`src/design/conv_pkg.sv`:
```
package conv_pkg;

    // Datapath widths
    localparam int DATA_W   = 32;                // Register values, taps and result
    localparam int NUM_TAPS = 16;
    localparam int IDX_W    = $clog2(NUM_TAPS); // Tap index and write pointers

    // Instruction field widths
    localparam int OPC_W = 7;
    localparam int F3_W  = 3;

    // Instruction field positions
    localparam int OPC_LSB = 0;
    localparam int F3_LSB  = 12;

    // RISC-V custom-0 major opcode
    localparam logic [OPC_W-1:0] OPC_CUSTOM0 = 7'b0001011;

    // Buffer loads
    // The "1" forms take rs1 only
    // The "2" forms take rs1 at the pointer and rs2 at the pointer plus one
    localparam logic [F3_W-1:0] F3_LD_FILT1 = 3'd0;
    localparam logic [F3_W-1:0] F3_LD_FILT2 = 3'd1;
    localparam logic [F3_W-1:0] F3_LD_DATA1 = 3'd2;
    localparam logic [F3_W-1:0] F3_LD_DATA2 = 3'd3;

    // Buffer clears, these also reset the accumulator
    localparam logic [F3_W-1:0] F3_CLR_FILT = 3'd4;
    localparam logic [F3_W-1:0] F3_CLR_DATA = 3'd5;

    // Start or continue the convolution
    localparam logic [F3_W-1:0] F3_RUN      = 3'd6;

    // funct3 value 7 has no function and is flagged as illegal

endpackage

```
`src/design/conv_insn_decoder.sv`:
```
`timescale 1ns/1ps

module conv_insn_decoder (
    input  logic [conv_pkg::DATA_W-1:0] insn_i,
    input  logic                        insn_valid_i,
    output logic                        active_o,
    output logic                        filt_wr1_o,
    output logic                        filt_wr2_o,
    output logic                        data_wr1_o,
    output logic                        data_wr2_o,
    output logic                        filt_clr_o,
    output logic                        data_clr_o,
    output logic                        run_o,
    output logic                        illegal_o
);

    logic [conv_pkg::OPC_W-1:0] opcode;
    logic [conv_pkg::F3_W-1:0]  funct3;

    assign opcode = insn_i[conv_pkg::OPC_LSB +: conv_pkg::OPC_W];
    assign funct3 = insn_i[conv_pkg::F3_LSB +: conv_pkg::F3_W];

    // Block only responds to valid custom-0 words
    assign active_o = insn_valid_i && (opcode == conv_pkg::OPC_CUSTOM0);

    always_comb begin
        filt_wr1_o = 1'b0;
        filt_wr2_o = 1'b0;
        data_wr1_o = 1'b0;
        data_wr2_o = 1'b0;
        filt_clr_o = 1'b0;
        data_clr_o = 1'b0;
        run_o      = 1'b0;
        illegal_o  = 1'b0;

        if (active_o) begin
            case (funct3)
                conv_pkg::F3_LD_FILT1: begin
                    filt_wr1_o = 1'b1;
                end
                conv_pkg::F3_LD_FILT2: begin
                    filt_wr2_o = 1'b1;
                end
                conv_pkg::F3_LD_DATA1: begin
                    data_wr1_o = 1'b1;
                end
                conv_pkg::F3_LD_DATA2: begin
                    data_wr2_o = 1'b1;
                end
                conv_pkg::F3_CLR_FILT: begin
                    filt_clr_o = 1'b1;
                end
                conv_pkg::F3_CLR_DATA: begin
                    data_clr_o = 1'b1;
                end
                conv_pkg::F3_RUN: begin
                    run_o = 1'b1;
                end
                default: begin
                    illegal_o = 1'b1; // funct3 7, no strobe
                end
            endcase
        end
    end

endmodule

```
`src/design/conv_tap_buffer.sv`:
```
`timescale 1ns/1ps

module conv_tap_buffer (
    input  logic                          clk_i,
    input  logic                          rst_i,
    input  logic                          wr1_i,
    input  logic                          wr2_i,
    input  logic                          clr_i,
    input  logic                          hold_i,
    input  logic [conv_pkg::DATA_W-1:0]   wdata1_i,
    input  logic [conv_pkg::DATA_W-1:0]   wdata2_i,
    input  logic [conv_pkg::IDX_W-1:0]    rd_idx_i,
    output logic [conv_pkg::DATA_W-1:0]   rd_data_o,
    output logic [conv_pkg::NUM_TAPS-1:0] filled_o
);

    logic [conv_pkg::DATA_W-1:0]   mem [conv_pkg::NUM_TAPS];
    logic [conv_pkg::IDX_W-1:0]    wr_ptr;
    logic [conv_pkg::IDX_W-1:0]    wr_ptr_p1;
    logic [conv_pkg::NUM_TAPS-1:0] filled;
    logic                          wr_en;

    assign wr_ptr_p1 = wr_ptr + 1'b1; // Wraps after the last tap

    // A clear takes priority over a load in the same cycle
    assign wr_en = (wr1_i || wr2_i) && !hold_i && !clr_i;

    // Pointer and fill mask
    always_ff @(posedge clk_i) begin
        if (rst_i || clr_i) begin
            wr_ptr <= '0;
            filled <= '0;
        end else if (wr_en) begin
            filled[wr_ptr] <= 1'b1;
            if (wr2_i) begin
                filled[wr_ptr_p1] <= 1'b1;
                wr_ptr            <= wr_ptr_p1 + 1'b1;
            end else begin
                wr_ptr <= wr_ptr_p1;
            end
        end
    end

    // Tap storage
    always_ff @(posedge clk_i) begin
        if (clr_i) begin
            for (int i = 0; i < conv_pkg::NUM_TAPS; i++) begin
                mem[i] <= '0;
            end
        end else if (wr_en) begin
            mem[wr_ptr] <= wdata1_i;
            if (wr2_i) begin
                mem[wr_ptr_p1] <= wdata2_i; // Second word from rs2
            end
        end
    end

    assign rd_data_o = mem[rd_idx_i];
    assign filled_o  = filled;

endmodule

```
`src/design/conv_mac_engine.sv`:
```
`timescale 1ns/1ps

module conv_mac_engine (
    input  logic                          clk_i,
    input  logic                          rst_i,
    input  logic                          run_i,
    input  logic                          clr_i,
    input  logic [conv_pkg::NUM_TAPS-1:0] filt_filled_i,
    input  logic [conv_pkg::NUM_TAPS-1:0] data_filled_i,
    input  logic [conv_pkg::DATA_W-1:0]   filt_tap_i,
    input  logic [conv_pkg::DATA_W-1:0]   data_tap_i,
    output logic [conv_pkg::IDX_W-1:0]    tap_idx_o,
    output logic [conv_pkg::DATA_W-1:0]   result_o,
    output logic                          ready_o,
    output logic                          stall_o
);

    logic [conv_pkg::NUM_TAPS-1:0] both_filled;
    logic [conv_pkg::IDX_W-1:0]    tap_idx;
    logic [conv_pkg::IDX_W-1:0]    next_idx;
    logic [conv_pkg::DATA_W-1:0]   acc;
    logic [conv_pkg::DATA_W-1:0]   product;
    logic                          ready;
    logic                          stall;
    logic                          done;     // Tap 15 has been accumulated
    logic                          step;
    logic                          run_done; // Run can finish on this edge

    assign both_filled = filt_filled_i & data_filled_i;

    // One tap per cycle, only while the result is still open
    assign step     = both_filled[tap_idx] && !ready && !done;
    assign next_idx = step ? tap_idx + 1'b1 : tap_idx;

    // Nothing left to wait for once the following tap is missing
    assign run_done = ready || done || !both_filled[next_idx];

    assign product = filt_tap_i * data_tap_i; // Low 32 bits, wraps

    always_ff @(posedge clk_i) begin
        if (rst_i || clr_i) begin
            tap_idx <= '0;
            acc     <= '0;
            done    <= 1'b0;
            ready   <= 1'b0;
            stall   <= 1'b0;
        end else begin
            if (step) begin
                acc     <= acc + product;
                tap_idx <= tap_idx + 1'b1;
                if (&tap_idx) begin
                    done <= 1'b1; // Last tap
                end
            end

            // Core keeps run_i high while stalled, so this is re-evaluated each cycle
            if (done || (run_i && run_done)) begin
                ready <= 1'b1;
                stall <= 1'b0;
            end else if (run_i) begin
                stall <= 1'b1;
            end
        end
    end

    assign tap_idx_o = tap_idx;
    assign result_o  = acc;
    assign ready_o   = ready;
    assign stall_o   = stall;

endmodule

```
`src/design/conv_accel_top.sv`:
```
`timescale 1ns/1ps

module conv_accel_top (
    input  logic                        clk_i,
    input  logic                        rst_i,
    input  logic [conv_pkg::DATA_W-1:0] insn_i,
    input  logic                        insn_valid_i,
    input  logic [conv_pkg::DATA_W-1:0] rs1_i,
    input  logic [conv_pkg::DATA_W-1:0] rs2_i,
    output logic [conv_pkg::DATA_W-1:0] result_o,
    output logic                        ready_o,
    output logic                        stall_o,
    output logic                        illegal_o
);

    logic                          active;
    logic                          filt_wr1;
    logic                          filt_wr2;
    logic                          data_wr1;
    logic                          data_wr2;
    logic                          filt_clr;
    logic                          data_clr;
    logic                          run;
    logic [conv_pkg::NUM_TAPS-1:0] filt_filled;
    logic [conv_pkg::NUM_TAPS-1:0] data_filled;
    logic [conv_pkg::DATA_W-1:0]   filt_tap;
    logic [conv_pkg::DATA_W-1:0]   data_tap;
    logic [conv_pkg::IDX_W-1:0]    tap_idx;
    logic [conv_pkg::DATA_W-1:0]   result;
    logic                          ready;
    logic                          stall;

    conv_insn_decoder u_dec (
        .insn_i       (insn_i),
        .insn_valid_i (insn_valid_i),
        .active_o     (active),
        .filt_wr1_o   (filt_wr1),
        .filt_wr2_o   (filt_wr2),
        .data_wr1_o   (data_wr1),
        .data_wr2_o   (data_wr2),
        .filt_clr_o   (filt_clr),
        .data_clr_o   (data_clr),
        .run_o        (run),
        .illegal_o    (illegal_o) // Already zero when inactive
    );

    conv_tap_buffer u_filt (
        .clk_i     (clk_i),
        .rst_i     (rst_i),
        .wr1_i     (filt_wr1),
        .wr2_i     (filt_wr2),
        .clr_i     (filt_clr),
        .hold_i    (ready),       // Loads are frozen once the result is out
        .wdata1_i  (rs1_i),
        .wdata2_i  (rs2_i),
        .rd_idx_i  (tap_idx),
        .rd_data_o (filt_tap),
        .filled_o  (filt_filled)
    );

    conv_tap_buffer u_data (
        .clk_i     (clk_i),
        .rst_i     (rst_i),
        .wr1_i     (data_wr1),
        .wr2_i     (data_wr2),
        .clr_i     (data_clr),
        .hold_i    (ready),
        .wdata1_i  (rs1_i),
        .wdata2_i  (rs2_i),
        .rd_idx_i  (tap_idx),
        .rd_data_o (data_tap),
        .filled_o  (data_filled)
    );

    conv_mac_engine u_mac (
        .clk_i         (clk_i),
        .rst_i         (rst_i),
        .run_i         (run),
        .clr_i         (filt_clr || data_clr), // Either clear restarts the sum
        .filt_filled_i (filt_filled),
        .data_filled_i (data_filled),
        .filt_tap_i    (filt_tap),
        .data_tap_i    (data_tap),
        .tap_idx_o     (tap_idx),
        .result_o      (result),
        .ready_o       (ready),
        .stall_o       (stall)
    );

    // Outputs only visible while a custom-0 instruction is presented
    assign result_o = active ? result : '0;
    assign ready_o  = active && ready;
    assign stall_o  = active && stall;

endmodule

```
`config.mk`:
```
export PLATFORM = sky130hd
export DESIGN_NAME = conv_accel_top
export DESIGN_NICKNAME = d
export VERILOG_FILES = /design/src/design/conv_pkg.sv /design/src/design/conv_insn_decoder.sv /design/src/design/conv_tap_buffer.sv /design/src/design/conv_mac_engine.sv /design/src/design/conv_accel_top.sv
export SDC_FILE = /design/constraint.sdc
export NUM_CORES = 2
export LEC_CHECK = 0
export ABC_AREA = 1
export BUFFER_PORTS_ARGS = -buffer_cell sky130_fd_sc_hd__buf_2
export CAP_MARGIN = 15
export CORE_MARGIN = 1
export CORE_UTILIZATION = 33
export DETAILED_ROUTE_END_ITERATION = 10
export GPL_ROUTABILITY_DRIVEN = 0
export PLACE_DENSITY = 0.5
export SYNTH_ARGS = -nofsm -noshare
export SYNTH_HDL_FRONTEND = slang
export SYNTH_SLANG_ARGS = --single-unit
```
`constraint.sdc`:
```
create_clock -name clk_i -period 8.5 [get_ports clk_i]
set_clock_uncertainty 0.1 [all_clocks]
set_input_delay 1.7 -clock clk_i [delete_from_list [all_inputs] [get_ports clk_i]]
set_output_delay 1.7 -clock clk_i [all_outputs]
set_load 0.03 [all_outputs]
```
==> flow_summary_export.csv <==
group,metric,value,unit
run_status,status,"finished, final reports clean",
placement,numPortBuffers,111,
timing,final-hold-violation-count,0,
global_route,groute.usage.overall,0.249,
global_route,grt_util_met2,0.410,
drt,first_iter_violations,8359,
logic_synthesis,synth_cell_type_count,43,
run,drv_cap,0,
floorplanning,row_count,178,
global_route,grt_max_degree,67,
setup_path,worstPathMaxFanout,17,
logic_synthesis,synth-async-reset-ratio,0,
global_route,grt_use_met3,0.0384,
logic_synthesis,synth_area_leader_cell,"edfxtp_1",
floorplanning,start_util,0.332,
setup_path,crit_top_cell,"inv_1",
floorplanning,chipHeight,489,um
drt,drc,0,
cts,cts_tree,"done",
floorplanning,dieArea,0.239,mm2
drt,postRouteWirelength,305000,um
drt,ant_nets,0,
global_route,antenna_found_initial,27,
hold_path,hold_path_class,"reg2reg",
placement,dp_hpwl,186000,um
timing,max-slew-margin-rel,0.268,
logic_synthesis,syn_nets,10600,
setup_path,r2r-start,"u_mac.tap_idx_o[0]$_SDFF_PP0_",
timing,drv_slew,0,
logic_synthesis,synth.top_cell.area_share,0.393,
logic_synthesis,yosysMostFrequentCell,"o21ai_0",
timing,rsz0062_at_grt,"false",
finish,fin_nets,10500,
cts,cts_buffers,134,
setup_path,required,9.12,ns
global_route,grt_pass1_wl,436000,um
timing,worst_pin_slew,1.10,ns
global_route,grt_pass1_vias,64200,
timing,fmax,0.122,GHz
logic_synthesis,synth_seq_cells,1103,
setup_path,path_class,"reg2reg",
floorplanning,core,0.236,mm2
floorplanning,dieWidth,489,um
global_route,gr-usage-met1,0.332,
hold_path,min_from,"u_data.filled_o[13]$_SDFFE_PP0P_",
setup_path,critPathLaunchType,"flip-flop",
finish,utilization,0.379,
logic_synthesis,syn_avg_cell_area,7.93,um2
setup_path,arrival,8.84,ns
timing,setup_viol,0,
floorplanning,pin_count,134,
logic_synthesis,synth-main-ff-cell,"edfxtp_1",
finish,syn_to_final_growth,14.1,%
cts,clock_latency,0.83,ns
finish,final_area,0.0893,mm2
timing,period_needed,8.23,ns
logic_synthesis,ys_seq_area_frac,0.413,
setup_path,crit_path_start,"u_mac.tap_idx_o[0]$_SDFF_PP0_",
cts,cts-htree-levels,4,
drt,wl_per_cell,23.4,um
drt,firstDrtPassIters,7,
setup_path,slowest_delay,0.58,ns
global_route,grt-busiest-layer,"met2",
logic_synthesis,yosysWarnings,0,
global_route,grt_overflow,0,
logic_synthesis,synth_common_cells,"2223 x o21ai_0, 2014 x inv_1, 1766 x nand2_1",
timing,finalSetupTns,0,ns
cts,cts.sinks,1103,
placement,postPlaceCellArea,0.0842,mm2
cts,clock_path_buffers,3,
logic_synthesis,syn_area,0.0783,mm2
finish,layout-drive-gt1-share,0.0903,
drt,via_count,68000,
logic_synthesis,synth_edf_count,1024,
logic_synthesis,synth.area.top_cells,"edfxtp_1 39%, o21ai_0 14%, fa_1 11%",
logic_synthesis,syn_inst,9874,
setup_path,end_kind,"flip-flop",
finish,fillers,24100,
setup_path,critPathSlowestCell,"fa_1",
timing,finalCritPeriodShare,0.968,
drt,via_per_inst,5.21,
cts,clk_pin_slew_worst_paths,0.06,ns
cts,cts-root-buf,"clkbuf_16",
[cell usage in the layout (no fill, tap or decap), types with 16 or more instances in the layout]
master / instances
a21oi_1: 197
a31oi_1: 26
buf_12: 78
buf_2: 111
buf_4: 354
clkbuf_1: 39
clkbuf_16: 146
clkinv_1: 34
dfxtp_1: 75
edfxtp_1: 1024
fa_1: 438
ha_1: 139
inv_1: 2010
nand2_1: 1740
nand2_2: 33
nand3_1: 328
nand3_2: 56
nor2_1: 507
o211ai_1: 56
o21ai_0: 2219
o21ai_1: 40
o22ai_1: 16
xor2_1: 26
[flip-flops by register name, indices dropped and copies added (netlist names)]
register	count
u_data.mem	512
u_filt.mem	512
u_mac.result_o	32
u_data.filled_o	16
u_filt.filled_o	16
u_data.wr_ptr	4
u_filt.wr_ptr	4
u_mac.tap_idx_o	4
u_mac.done	1
u_mac.ready_o	1
u_mac.stall_o	1
[metal layers]
layer | routed length (um) | share of wire
met1 | 127000 | 0.41
met4 | 10900 | 0.036
met3 | 27500 | 0.090
met2 | 140000 | 0.46
met5 | 34 | 0.00011
[through the flow]
step	hold WS [ns]	worst slack (ns)	cells
floorplan	0.346	0.531	9874
CTS	0.376	0.0322	13000
global placement	0.358	0.0805	12800
finish	0.379	0.274	13000
global route	0.408	0.00219	13000
detailed placement	0.369	0.0674	12800
[worst max-delay path: cells and delay by family, from the launching register on]
family                   cells  cell delay, ns
AO/OA/AOI/OAI                4            0.48
buffers and inverters       17            1.75
flip-flops                   1            0.38
AND/OR/NAND/NOR              9            0.96
adder cells (fa/ha/maj)      9            4.43
[final timing paths]
path / to / slack, ns / depth (start not counted)
hold / removal: u_data.filled_o[13]$_SDFFE_PP0P_ / 0.38 / 2
hold reg to reg: u_data.filled_o[13]$_SDFFE_PP0P_ / 0.38 / 2
setup / recovery: u_mac.result_o[30]$_SDFFE_PP0P_ / 0.27 / 39
setup reg to reg: u_mac.result_o[30]$_SDFFE_PP0P_ / 0.27 / 39
[cell families (layout without fill, tap and decap cells)]
| logic type | after synthesis | count (layout) | share of synthesized area |
|---|---|---|---|
| buffers and inverters | 2842 | 2845 | 0.141 |
| AND/OR/NAND/NOR | 2725 | 2725 | 0.139 |
| AO/OA/AOI/OAI | 2586 | 2586 | 0.169 |
| flip-flops | 1103 | 1103 | 0.413 |
| adder cells (fa/ha/maj) | 577 | 577 | 0.134 |
| XOR/XNOR | 41 | 41 | 0.00459 |
| other | 0 | 9 | 0 |
[timing repair]
item	4_1_cts	5_1_grt
buffers inserted	0	19
hold endpoints to repair	0	0
endpoints found under the setup margin	0	8
hold buffers	0	0
gates resized for setup	0	82
[cell type report]
class                      count  area (um2)  area share
inverter                    2023        7650      0.0856
tap                         3150        3940      0.0441
clock inverter                57         612     0.00685
timing repair buffer         583        5580      0.0625
antenna                        9        22.5    0.000252
clock buffer                 182        3630      0.0407
sequential                  1103       32300       0.362
multi-input combinational   5929       35500       0.398
Power is left out: the tool's default activity adds up to more than one toggle a clock period on the data nets, which glitch-free logic cannot reach.
